$ cat src/hw/fml_settings.svh
/*
 * Fast memory link slice: widths, depth, latency and register banks
 */
`ifndef FML_SETTINGS_SVH
`define FML_SETTINGS_SVH

// ----------------------------------------
// Memory link
// ----------------------------------------
// Word address width, in 64-bit words
`define FML_DEPTH 10
`define FML_DATA_W 64
`define FML_SEL_W 8
// Cycles from first strobe cycle to ack
`define SRAM_LATENCY 2

// Host side bus
`define HOST_DATA_W 32

// ----------------------------------------
// Register bus
// ----------------------------------------
`define CSR_ADR_W 14
`define CSR_DATA_W 32
// Bank number sits in the top address bits
`define CSR_BANK_W 4
`define SCAN_CSR_BANK 3
`define METER_CSR_BANK 10

`endif
$ cat src/hw/fml_pkg.sv
/*
 * Shared types of the memory link slice
 */
`include "fml_settings.svh"

package fml_pkg;

	// Link side
	typedef logic [`FML_DEPTH-1:0] fml_adr_t;
	typedef logic [`FML_DATA_W-1:0] fml_data_t;
	typedef logic [`FML_SEL_W-1:0] fml_sel_t;

	// What a master holds stable with its strobe
	typedef struct packed {
		fml_adr_t adr;
		logic we;
		fml_sel_t sel;
		fml_data_t wdata;
	} fml_req_t;

	// Host side, one extra address bit picks the 32-bit half
	typedef logic [`FML_DEPTH:0] host_adr_t;
	typedef logic [`HOST_DATA_W-1:0] host_data_t;
	typedef logic [`HOST_DATA_W/8-1:0] host_sel_t;

	typedef struct packed {
		host_adr_t adr;
		logic we;
		host_sel_t sel;
		host_data_t wdata;
	} host_req_t;

	// Register bus
	typedef logic [`CSR_ADR_W-1:0] csr_adr_t;
	typedef logic [`CSR_DATA_W-1:0] csr_data_t;

	// FSM states
	typedef enum logic [1:0] {OWN_NONE, OWN_SCAN, OWN_HOST} arb_owner_e;
	typedef enum logic {SCAN_IDLE, SCAN_READ} scan_state_e;
	typedef enum logic [1:0] {HOST_IDLE, HOST_WAIT, HOST_DONE} host_state_e;

endpackage

$ cat src/hw/fml_arbiter.sv
/*
 * Link arbiter: fixed priority, scanout over host, one owner per request
 */
`timescale 1ns/1ps

module fml_arbiter import fml_pkg::*; (
	input  logic     sys_clk,
	input  logic     hard_reset,
	// Scanout reader, high priority
	input  logic     scan_stb_i,
	input  fml_req_t scan_req_i,
	output logic     scan_ack_o,
	// Host bridge
	input  logic     host_stb_i,
	input  fml_req_t host_req_i,
	output logic     host_ack_o,
	// Memory side
	output logic     mem_stb_o,
	output fml_req_t mem_req_o,
	input  logic     mem_ack_i
);

	arb_owner_e owner_q;

	// ----------------------------------------
	// Owner register
	// ----------------------------------------
	always_ff @(posedge sys_clk) begin
		if (hard_reset) begin
			owner_q <= OWN_NONE;
		end else begin
			case (owner_q)
			OWN_NONE: begin
				// Scan wins a tie
				if (scan_stb_i) begin
					owner_q <= OWN_SCAN;
				end else if (host_stb_i) begin
					owner_q <= OWN_HOST;
				end
			end
			default: begin
				// Released only once the slave has acked
				if (mem_ack_i) begin
					owner_q <= OWN_NONE;
				end
			end
			endcase
		end
	end

	// ----------------------------------------
	// Request and ack routing
	// ----------------------------------------
	always_comb begin
		case (owner_q)
		OWN_SCAN: mem_stb_o = scan_stb_i;
		OWN_HOST: mem_stb_o = host_stb_i;
		default:  mem_stb_o = 1'b0;
		endcase
		// Request is a don't-care with no owner
		mem_req_o = (owner_q == OWN_HOST) ? host_req_i : scan_req_i;
	end

	// Ack goes back to the owner only
	assign scan_ack_o = mem_ack_i && (owner_q == OWN_SCAN);
	assign host_ack_o = mem_ack_i && (owner_q == OWN_HOST);

	// Slave must never answer a request nobody owns
	ack_has_owner: assert property (@(posedge sys_clk) disable iff (hard_reset)
		mem_ack_i |-> owner_q != OWN_NONE)
		else $error("memory ack with no link owner");

endmodule

$ cat config.mk
export PLATFORM = sky130hd
export DESIGN_NAME = fml_arbiter
export DESIGN_NICKNAME = d
export VERILOG_FILES = /design/src/hw/fml_pkg.sv /design/src/hw/fml_arbiter.sv
export VERILOG_INCLUDE_DIRS = /design/src /design/src/hw
export SDC_FILE = /design/constraint.sdc
export NUM_CORES = 1
export LEC_CHECK = 0
export BUFFER_PORTS_ARGS = -buffer_cell sky130_fd_sc_hd__buf_2
export CAP_MARGIN = 0
export CORE_AREA = 2 2 101 103
export DETAILED_ROUTE_END_ITERATION = 12
export DIE_AREA = 0 0 103 105
export GPL_TIMING_DRIVEN = 0
export SLEW_MARGIN = 20
export SYNTH_ARGS = -nofsm -noshare
export SYNTH_HDL_FRONTEND = slang
export SYNTH_SLANG_ARGS = --single-unit
$ cat constraint.sdc
create_clock -name sys_clk -period 1.3 [get_ports sys_clk]
set_input_delay 0.13 -clock sys_clk [delete_from_list [all_inputs] [get_ports sys_clk]]
set_output_delay 0.13 -clock sys_clk [all_outputs]
set_load 0.05 [all_outputs]
## After elaboration in Yosys (flattened, before gate mapping)

Index checks and enable logic that the tools add are counted.

- Bits in registers: 2
- Bits in latches: 0
- Memory bits (writable): 0
- Bits in read-only memories: 0
- Bits of input ports: 171
- Output and inout port bits: 86
- Word-level logic and storage cells: 15
- Memories: 0

- Add/sub/neg operators: 0
- $mul: 0
- Divide/modulo/power cells: 0
- $lt $le $gt $ge: 0
- Equality and inequality tests: 3
- Shift operators: 0
- Muxes and demuxes: 6
- Bitwise logic cells: 0
- Reduce and logical (&&, ||, !) cells: 5

Operator list:

| operator | count |
|---|---|
| 83-bit two-way mux | 1 |
| 2-bit two-way mux | 4 |
| 3-bit != test (second input constant) | 1 |
| 2-bit by 1-bit equality test with 1-bit output (second input constant) | 1 |
| 2-bit equality test (second input constant) | 1 |
| 1-bit logical AND | 2 |
| 2-bit logical NOT | 1 |
| 1-bit case mux with 2 select lines | 1 |
| 2-bit AND reduction | 1 |
| 2-bit nonzero test | 1 |

## Longest topological paths before layout

Gate-level depths: netlist of the first run.

- Depth in word-level cells: 3
- Gate-level depth with buffers: 5
- Gate-level depth less buffers: 4

## Worst setup path before layout of the first run

Ideal clock, no wire load.

- Path type: flip-flop to output port
- Start: register owner_q[1]
- End: output mem_stb_o
- Arrival: 1.364 ns
- Required time: 1.170 ns
- Path slack: -0.194 ns
- Stages on the path, launching flop included: 4
- Buffers on the path: 0
- Cells stage by stage: dfxtp_1 inv_1 ha_1 nor2b_1

- Word-level cells in the longest chain between the ends: 2
- Elaborated cells between the ends (all ways): 3
- Classes of those cells: eq/ne (2); mux (1)

RTL lines:

| element | RTL line | source |
|---|---|---|
| from (decl) | fml_arbiter.sv:23 | `arb_owner_e owner_q;` |
| from (signal assigned) | fml_arbiter.sv:30 | `owner_q <= OWN_NONE;` |
| from (signal assigned) | fml_arbiter.sv:36 | `owner_q <= OWN_SCAN;` |
| from (signal assigned) | fml_arbiter.sv:38 | `owner_q <= OWN_HOST;` |
| 2-bit equality test or 2-bit by 1-bit equality test with 1-bit output (tied branches) | fml_arbiter.sv:55 | `case (owner_q)` |
| 1-bit case mux with 2 select lines * | fml_arbiter.sv:55 |  |
| to (decl) | fml_arbiter.sv:18 | `output logic mem_stb_o,` |

Every way passes the cells marked *; elsewhere a longest branch is shown, timed or not.

==> flow_metrics.env, run 1 <==
export IMPL_cts_hold_buf=0
export IMPL_max_freq_mhz=596.3
export IMPL_drive_gt1_frac=0.9921
export IMPL_reg_top3="owner_q (2)"
export IMPL_synth_seq_area_share=0.02610
export IMPL_numPortBuffers=256
export IMPL_holdPathStages=2
export IMPL_initial_core_util=0.1591
export IMPL_nets=555
export IMPL_viasPerCell=3.916
export IMPL_setup_viol=86
export IMPL_grt_pass1_vias=2008
export IMPL_largest_reg_flops=2
export IMPL_numClockSinks=2
export IMPL_maxSlewHeadroom=0.8885
export IMPL_dpl_cell_area_um2=3008
export IMPL_coreArea_um2=9639
export IMPL_most_common_layout_cells="170 x buf_2, 83 x mux2_4, 74 x buf_6"
export IMPL_instances_no_fill=511
export IMPL_die_area_um2=10820
export IMPL_power_total_mw=2.670
export IMPL_firstDrtPassIters=4
export IMPL_drt_iter0_drc=27
export IMPL_ys_seq_elements=2
export IMPL_period_share=1.290
export IMPL_status="finished, violations left"
export IMPL_violations="setup timing"
export IMPL_place_gp_congestion=0.7356
export IMPL_placed_cells=499
export IMPL_timing_final_ws_setup_ps=-377.0
export IMPL_placement_rows=36
export IMPL_worst_pin_slew_ps=167.2
export IMPL_drv_slew=0
export IMPL_min_to="owner_q[0]$_SDFFE_PP0P_"
export IMPL_gr_total_overflow=0
export IMPL_synth_area_um2=1534
export IMPL_min_period_ps=1677
export IMPL_cts_buffer_depth=2
export IMPL_stdcell_area_um2=3875
export IMPL_track_usage=0.1048
export IMPL_setup_tns_ps=-29140
export IMPL_diodes=0
export IMPL_syn_num_nets=285
export IMPL_fin_worst_skew_ps=1.227
export IMPL_layout_area_overhead_vs_synth_pct=152.6
export IMPL_wl_mm=6.822
export IMPL_critPathLaunchType="flop"
export IMPL_worstSetupPathType="flop to primary output"
export IMPL_path_common_cell="buf_12"
export IMPL_tritoncts="yes"
export IMPL_p_leak_nw=2.030
export IMPL_crit_arrival_ps=1550
export IMPL_die_w_um=103
export IMPL_syn_area_per_cell_um2=13.95
export IMPL_top_register="owner_q"
export IMPL_critPathRequiredTime_ps=1170
export IMPL_grt_max_degree=11
export IMPL_syn_inst=110
export IMPL_yosysUniqueCellTypes=14
export IMPL_rsz0062_at_grt="yes"
export IMPL_cts_buffers=3
export IMPL_grt_pass1_wl_mm=9.142
export IMPL_cp_end_kind="primary output"
export IMPL_antenna_found_initial=0
export IMPL_peakVddDrop_v=0.0005091
export IMPL_crit_chain="inv_4, ha_4, buf_12, buf_12, mux2_4, buf_6"
export IMPL_holdWs_ps=169.8
export IMPL_cap_violations=0
export IMPL_final_common_cell="buf_2"
export IMPL_critPathMaxFanout=10
export IMPL_drc=0
export IMPL_clock_root_buffer="clkbuf_8"
export IMPL_r2r_start="owner_q[0]$_SDFFE_PP0P_"
export IMPL_critPathMaxStageDelay_ps=340
export IMPL_ant_nets=0
export IMPL_cts_max_level=1
export IMPL_r2r_cells=5
export IMPL_reg2reg_slack_ps=30
export IMPL_hold_path_startpoint="hard_reset"
export IMPL_clk_latency_ps=210
export IMPL_die_h_um=105
export IMPL_p_per_area_nw_per_um2=688.9
export IMPL_vias=2001
export IMPL_finalHoldViolCount=0
export IMPL_worst_hold_path_type="input pin to flop"
export IMPL_clk_pin_slew_ps=30
export IMPL_post_dp_hpwl_mm=5.503
export IMPL_fillers=946
export IMPL_yosysWarnings=0
export IMPL_routedWlPerCell_um=13.35
export IMPL_ioPinCount=257
export IMPL_regToRegEndpoint="owner_q[1]$_SDFFE_PP0P_"
export IMPL_cp_slowest_cell="dfxtp_2"
-- metal layers --
layer,part of all wire,global-route usage,up-vias
li1,-,-,953
met1,0.36,0.1143,908
met2,0.54,0.2134,138
met3,0.094,0.01538,2
met4,0.0021,0.007519,0
met5,0,0,-
-- power breakdown --
part | switching [mW] | internal, mW | leakage (nW) | total (mW)
clock network | 0.0474 | 0.196 | 0.0216 | 0.243
registers | 0.00586 | 0.0689 | 0.0172 | 0.0747
logic | 1.24 | 1.11 | 1.99 | 2.35
-- cell families (layout without fill, tap and decap cells) --
logic type,Yosys count,after routing,share of synthesized area
AO/OA/AOI/OAI,3,3,0.01468
flip-flops,2,2,0.02610
AND/OR/NAND/NOR,5,5,0.02447
adder cells (fa/ha/maj),4,4,0.03263
multiplexers,85,85,0.7953
buffers and inverters,11,279,0.1068
-- worst max-delay path by stage --
| stage | start | endpoint | slack, ps | cells after the start |
|---|---|---|---|---|
| 2_1_floorplan | owner_q[0]$_SDFFE_PP0P_ | mem_req_o[10] | -30 | 4 |
| 3_3_place_gp | owner_q[0]$_SDFFE_PP0P_ | mem_req_o[80] | -260 | 6 |
| 3_5_place_dp | owner_q[0]$_SDFFE_PP0P_ | mem_req_o[80] | -270 | 6 |
| 4_1_cts | owner_q[0]$_SDFFE_PP0P_ | mem_req_o[80] | -380 | 6 |
| 5_1_grt | owner_q[0]$_SDFFE_PP0P_ | mem_req_o[51] | -420 | 6 |
| 6_report | owner_q[0]$_SDFFE_PP0P_ | mem_req_o[62] | -380 | 6 |
-- timing repair --
item / in CTS / in global routing
gates resized for setup: 195 / 23
pin swaps: 3 / 2
buffers inserted: 7 / 0
endpoints found under the setup margin: 88 / 88
cloned: 1 / 1
-- synthesized netlist by cell type --
master / count / area share
mux2_4: 70 / 0.69
mux2_2: 15 / 0.11
buf_12: 7 / 0.091
ha_1: 4 / 0.033
and2_1: 2 / 0.0082
dfxtp_1: 2 / 0.026
inv_1: 2 / 0.0049
o31ai_1: 2 / 0.0098
a22oi_1: 1 / 0.0049
buf_2: 1 / 0.0033
buf_6: 1 / 0.0073
nand3b_1: 1 / 0.0049
nand4bb_1: 1 / 0.0073
nor2b_1: 1 / 0.0041
-- stage by stage --
| stage | utilization | worst slack [ps] |
|---|---|---|
| 2_1_floorplan | - | -31.25 |
| 3_3_place_gp | 0.3120 | -256.7 |
| 3_5_place_dp | 0.3120 | -267.0 |
| 4_1_cts | 0.3906 | -376.2 |
| 5_1_grt | 0.4020 | -418.4 |
| 6_report | 0.4020 | -377.0 |
-- worst max-delay path: cells and delay by family (launching register included) --
kind / cells / cell delay [ps]
adders and majority gates: 1 / 180
DFF: 1 / 340
buffers and inverters: 4 / 490
muxes: 1 / 320
-- layout make-up --
cell class                 instances  area (µm²)  area share
timing repair buffer             265        1977      0.5102
sequential                         2       42.54     0.01098
buffer                             9       175.2     0.04520
inverter                           2       15.01    0.003875
multi-input combinational         97        1458      0.3762
tap                              133       166.4     0.04294
clock buffer                       3       41.29     0.01066
Power figures use the tool's default switching activity.
==> run 2: changes to the inputs <==
--- a/config.mk
+++ b/config.mk
@@ -6,6 +6,7 @@
 export SDC_FILE = /design/constraint.sdc
 export NUM_CORES = 1
 export LEC_CHECK = 0
+export ABC_AREA = 1
 export BUFFER_PORTS_ARGS = -buffer_cell sky130_fd_sc_hd__buf_2
 export CAP_MARGIN = 0
 export CORE_AREA = 2 2 101 103
==> flow_metrics.env, run 2 <==
export IMPL_diodes=0
export IMPL_period_share=1.294
export IMPL_reg_top3="owner_q (2)"
export IMPL_drv_slew=0
export IMPL_numPortBuffers=256
export IMPL_clock_power_share=0.101
export IMPL_largest_reg_flops=2
export IMPL_antenna_found_initial=0
export IMPL_synth_area_leaders="mux2_4 69%, mux2_2 9.6%, buf_12 9.2%"
export IMPL_layout_area_overhead_vs_synth_pct=143.3
export IMPL_clock_root_buffer="clkbuf_8"
export IMPL_syn_area_per_cell_um2=13.04
export IMPL_violations="setup timing"
export IMPL_die_h_um=105
export IMPL_initial_core_util=0.1582
export IMPL_cp_end_kind="primary output"
export IMPL_min_period_ps=1682
export IMPL_critPathLaunchType="flop"
export IMPL_p_per_area_nw_per_um2=658.5
export IMPL_p_seq_frac=0.029
export IMPL_clk_pin_slew_ps=30
export IMPL_post_dp_hpwl_mm=5.589
export IMPL_firstDrtPassIters=4
export IMPL_p_int_mw=1.239
export IMPL_top_register="owner_q"
export IMPL_fillers=986
export IMPL_max_freq_mhz=594.4
export IMPL_cts_buffer_depth=2
export IMPL_ys_async_sr_fraction=0
export IMPL_die_w_um=103
export IMPL_syn_inst=117
export IMPL_track_usage=0.1097
export IMPL_vias=2013
export IMPL_synth_most_common_cell="mux2_4"
export IMPL_wl_mm=6.990
export IMPL_crit_arrival_ps=1550
export IMPL_syn_num_nets=292
export IMPL_seqCellArea_um2=45.04
export IMPL_nets=560
export IMPL_coreArea_um2=9639
export IMPL_fin_worst_skew_ps=1.406
export IMPL_drc=0
export IMPL_finalHoldViolCount=0
export IMPL_clk_latency_ps=210
export IMPL_critPathMaxFanout=10
export IMPL_timing_final_ws_setup_ps=-382.2
export IMPL_worst_pin_slew_ps=266.3
export IMPL_ys_seq_elements=2
export IMPL_rsz0062_at_grt="yes"
export IMPL_worst_hold_path_type="input pin to flop"
export IMPL_place_gp_congestion=0.7773
export IMPL_gr_total_overflow=0
export IMPL_synth_ff_type="dfxtp_1"
export IMPL_multi_input_area_um2=1355
export IMPL_p_leak_nw=1.970
export IMPL_drive_gt1_frac=0.9608
export IMPL_setup_viol=84
export IMPL_worstSetupPathType="flop to primary output"
export IMPL_cts_hold_buf=0
export IMPL_switching_power_mw=1.205
export IMPL_numClockSinks=2
export IMPL_placement_rows=36
export IMPL_cap_violations=0
export IMPL_status="finished, violations left"
export IMPL_sw_frac_of_total=0.4929
export IMPL_peakVddDrop_v=0.0004104
export IMPL_yosysWarnings=0
export IMPL_routedWlPerCell_um=13.55
export IMPL_final_common_cell="buf_2"
export IMPL_ant_nets=0
export IMPL_yosysTopAreaCellShare=0.6891
export IMPL_grt_pass1_wl_mm=9.301
export IMPL_setup_tns_ps=-29600
export IMPL_grt_max_degree=11
export IMPL_place_ws_ps=-269.6
export IMPL_ioPinCount=257
export IMPL_synth_top_cell_by_area="mux2_4"
export IMPL_grt_pass1_vias=1994
export IMPL_synthTopCellsByCount="70 x mux2_4, 13 x mux2_2, 7 x buf_12, 7 x nand2_1, 5 x inv_1"
export IMPL_drt_iter0_drc=37
export IMPL_synth_seq_area_share=0.02625
export IMPL_critPathRequiredTime_ps=1170
export IMPL_die_area_um2=10820
export IMPL_cts_buffers=3
export IMPL_viasPerCell=3.901
export IMPL_comb_power_share=0.869
export IMPL_cts_max_level=1
export IMPL_maxSlewHeadroom=0.8237
export IMPL_synth_edf_count=0
export IMPL_utilization=0.3850
export IMPL_power_total_mw=2.444
export IMPL_most_common_layout_cells="180 x buf_2, 73 x mux2_4, 70 x buf_6"
export IMPL_tritoncts="yes"
export IMPL_yosysUniqueCellTypes=14
export IMPL_synth_area_um2=1525
[run 2: cell types whose count changed in the layout (fill, tap and decap cells not counted), moves of 3 or more]
cell / before / now
buf_2: 170 / 180
nand2_1: 0 / 7
buf_6: 74 / 70
mux2_2: 2 / 10
buf_8: 14 / 7
inv_2: 0 / 3
buf_4: 6 / 3
mux2_4: 83 / 73
[run 2: what timing repair did]
item / CTS / global route
endpoints found under the setup margin: 84 / 86
gates resized for setup: 168 / 5
gates cloned: 3 / 1
setup buffers: 3 / 0
[run 2: worst paths after layout]
check,startpoint,endpoint,slack [ps],cells after the start
setup reg to reg,owner_q[0]$_SDFFE_PP0P_,owner_q[0]$_SDFFE_PP0P_,210,6
hold / removal,hard_reset,owner_q[0]$_SDFFE_PP0P_,100,2
hold reg to reg,owner_q[1]$_SDFFE_PP0P_,owner_q[1]$_SDFFE_PP0P_,530,2
setup / recovery,owner_q[1]$_SDFFE_PP0P_,mem_req_o[44],-380,5
[run 2: area by class of cell]
class | count | share of cell area
timing repair buffer | 263 | 0.5165
inverter | 5 | 0.005057
buffer | 9 | 0.04518
tap | 133 | 0.04484
sequential | 2 | 0.01214
clock buffer | 3 | 0.01113
multi-input combinational | 101 | 0.3651
[run 2: cells by family (layout without fill, tap and decap cells)]
family	Yosys count	in the layout	share of synthesized area
AO/OA/AOI/OAI	4	4	0.01477
adder cells (fa/ha/maj)	4	4	0.03282
flip-flops	2	2	0.02625
AND/OR/NAND/NOR	10	10	0.02625
multiplexers	83	83	0.7851
buffers and inverters	14	280	0.1148
[run 2: metal layers]
metal	GRT usage	wire length (µm)	up-vias
met2	0.2314	3914	122
li1	-	-	964
met1	0.1079	2397	919
met4	0.02632	97	0
met3	0.01070	580	8
met5	0	0	-
[run 2: critical path, cell delays in order (launching register included)]
cell	delay, ps
dfxtp_4	360
ha_4	180
buf_12	160
buf_12	150
mux2_4	310
buf_6	160
[run 2: power groups by stage]
stage,registers [mW],clock network (mW),logic (mW)
2_1_floorplan,0.0731,0,1.30
6_report,0.0718,0.248,2.12
3_3_place_gp,0.0738,0,1.75
5_1_grt,0.0725,0.256,2.21
3_5_place_dp,0.0743,0,1.76
4_1_cts,0.0716,0.255,2.12
[run 2: metrics by stage]
stage	instance area (µm²)	cells	hold slack, ps
after detailed placement	3000	506	324.6
after CTS	3676	515	102.0
final	3711	516	100.3
after floorplan	1553	117	191.7
after global placement	3000	506	311.3
after global routing	3711	516	112.5
==> run 3: changes to the inputs <==
--- a/config.mk
+++ b/config.mk
@@ -13,6 +13,7 @@
 export DETAILED_ROUTE_END_ITERATION = 12
 export DIE_AREA = 0 0 103 105
 export GPL_TIMING_DRIVEN = 0
+export REMOVE_ABC_BUFFERS = 1
 export SLEW_MARGIN = 20
 export SYNTH_ARGS = -nofsm -noshare
 export SYNTH_HDL_FRONTEND = slang
==> flow_metrics.env, run 3 (synthesis gave the netlist of run 2 again) <==
export IMPL_status="finished, violations left"
export IMPL_violations="setup timing"
export IMPL_gr_usage_met3=0.02274
export IMPL_cp_end_kind="primary output"
export IMPL_holdWs_ps=91.71
export IMPL_placement_rows=36
export IMPL_crit_arrival_ps=1560
export IMPL_setup_tns_ps=-30260
export IMPL_grt_pass1_wl_mm=10.94
export IMPL_grt_max_degree=12
export IMPL_post_dp_hpwl_mm=5.528
export IMPL_drv_slew=0
export IMPL_die_area_um2=10820
export IMPL_most_common_layout_cells="180 x buf_2, 73 x mux2_4, 68 x buf_6"
export IMPL_cts_buffer_depth=2
export IMPL_track_usage=0.1294
export IMPL_viasPerCell=3.942
export IMPL_cts_buffers=3
export IMPL_worst_hold_path_type="input pin to flop"
export IMPL_largest_reg_flops=2
export IMPL_vias=2046
export IMPL_gr_max_usage_layer="met2"
export IMPL_antenna_found_initial=0
export IMPL_top_register="owner_q"
export IMPL_grt_use_met2=0.2537
export IMPL_layout_area_overhead_vs_synth_pct=152.5
export IMPL_cts_hold_buf=0
export IMPL_worst_pin_slew_ps=309.4
export IMPL_finalHoldViolCount=0
export IMPL_maxSlewHeadroom=0.7916
export IMPL_critPathLaunchType="flop"
export IMPL_drc=0
export IMPL_fin_worst_skew_ps=0.8141
export IMPL_grt_pass1_vias=2163
export IMPL_numPortBuffers=256
export IMPL_placed_cells=498
export IMPL_clk_latency_ps=210
export IMPL_coreArea_um2=9639
export IMPL_clk_pin_slew_ps=30
export IMPL_p_leak_nw=2.027
export IMPL_nets=563
export IMPL_p_per_area_nw_per_um2=653.5
export IMPL_wl_mm=8.061
export IMPL_critPathMaxFanout=10
export IMPL_ioPinCount=257
export IMPL_gr_total_overflow=0
export IMPL_grt_util_met1=0.1481
export IMPL_initial_core_util=0.1582
export IMPL_peakVddDrop_v=0.0003784
export IMPL_cap_violations=0
export IMPL_drt_iter0_drc=38
export IMPL_drive_gt1_frac=0.9637
export IMPL_fillers=946
export IMPL_setup_viol=84
export IMPL_period_share=1.301
export IMPL_ant_nets=0
export IMPL_routedWlPerCell_um=15.53
export IMPL_rsz0062_at_grt="yes"
export IMPL_clock_root_buffer="clkbuf_8"
export IMPL_worstSetupPathType="flop to primary output"
export IMPL_min_period_ps=1692
export IMPL_reg_top3="owner_q (2)"
export IMPL_place_gp_congestion=0.7077
export IMPL_numClockSinks=2
export IMPL_max_freq_mhz=591.2
export IMPL_timing_final_ws_setup_ps=-391.5
export IMPL_instances_no_fill=519
export IMPL_critPathRequiredTime_ps=1170
export IMPL_die_w_um=103
export IMPL_final_common_cell="buf_2"
export IMPL_seqCellArea_um2=45.04
export IMPL_firstDrtPassIters=4
export IMPL_tritoncts="yes"
export IMPL_diodes=0
export IMPL_die_h_um=105
export IMPL_cts_max_level=1
export IMPL_multi_input_area_um2=1365
==> run 3: cell count changes in the layout (fill, tap and decap cells not counted), moves of 2 or more <==
cell,change
buf_12,-3
buf_8,+2
buf_6,-2
buf_16,+6
==> run 3: path summary, 6_finish.rpt <==
| kind | start | to | slack (ps) | cells after the start |
|---|---|---|---|---|
| max | owner_q[0]$_SDFFE_PP0P_ | mem_req_o[41] | -390 | 6 |
| min | hard_reset | owner_q[1]$_SDFFE_PP0P_ | 90 | 2 |
| max reg2reg | owner_q[0]$_SDFFE_PP0P_ | owner_q[1]$_SDFFE_PP0P_ | 170 | 6 |
| min reg2reg | owner_q[1]$_SDFFE_PP0P_ | owner_q[1]$_SDFFE_PP0P_ | 530 | 2 |
==> run 3: routing by layer <==
metal | share of wire | up-vias
met5 | 0 | -
met4 | 0 | 0
met3 | 0.083 | 0
met2 | 0.53 | 142
met1 | 0.39 | 928
li1 | - | 976
==> run 3: through the flow <==
step           utilization  instance area (µm²)  worst slack [ps]  power (mW)
2_1_floorplan            -                 1369             -2925       1.345
3_3_place_gp        0.2922                 2816             -3646       1.805
3_5_place_dp        0.2963                 2856            -944.7       1.779
4_1_cts             0.3897                 3756            -423.8       2.486
5_1_grt             0.3995                 3851            -443.5       2.624
6_report            0.3995                 3851            -391.5       2.517
==> run 3: area by class of cell <==
class	instances	area share
Clock buffer	3	0.01072
Inverter	5	0.004873
Multi-Input combinational cell	101	0.3545
Sequential cell	2	0.01170
Tap cell	133	0.04321
Timing Repair Buffer	275	0.5750
==> run 3: power breakdown <==
| part | internal (mW) | switching, mW | leakage (nW) |
|---|---|---|---|
| registers | 0.0667 | 0.00583 | 0.0175 |
| clock network | 0.196 | 0.0478 | 0.0216 |
| logic | 1.02 | 1.18 | 1.99 |
| total | 1.29 | 1.23 | 2.03 |
==> run 3: critical path, cell delays in order (launching register included) <==
cell and delay [ps]:
dfxtp_2 320, inv_2 70, ha_4 190, buf_12 160, buf_16 160, mux2_4 310
buf_6 150
==> run 3: repair_timing <==
action,4_1_cts,5_1_grt
setup endpoints to repair,86,86
cloned,8,2
pin swaps,1,0
buffers inserted,8,0
resized for setup,181,12
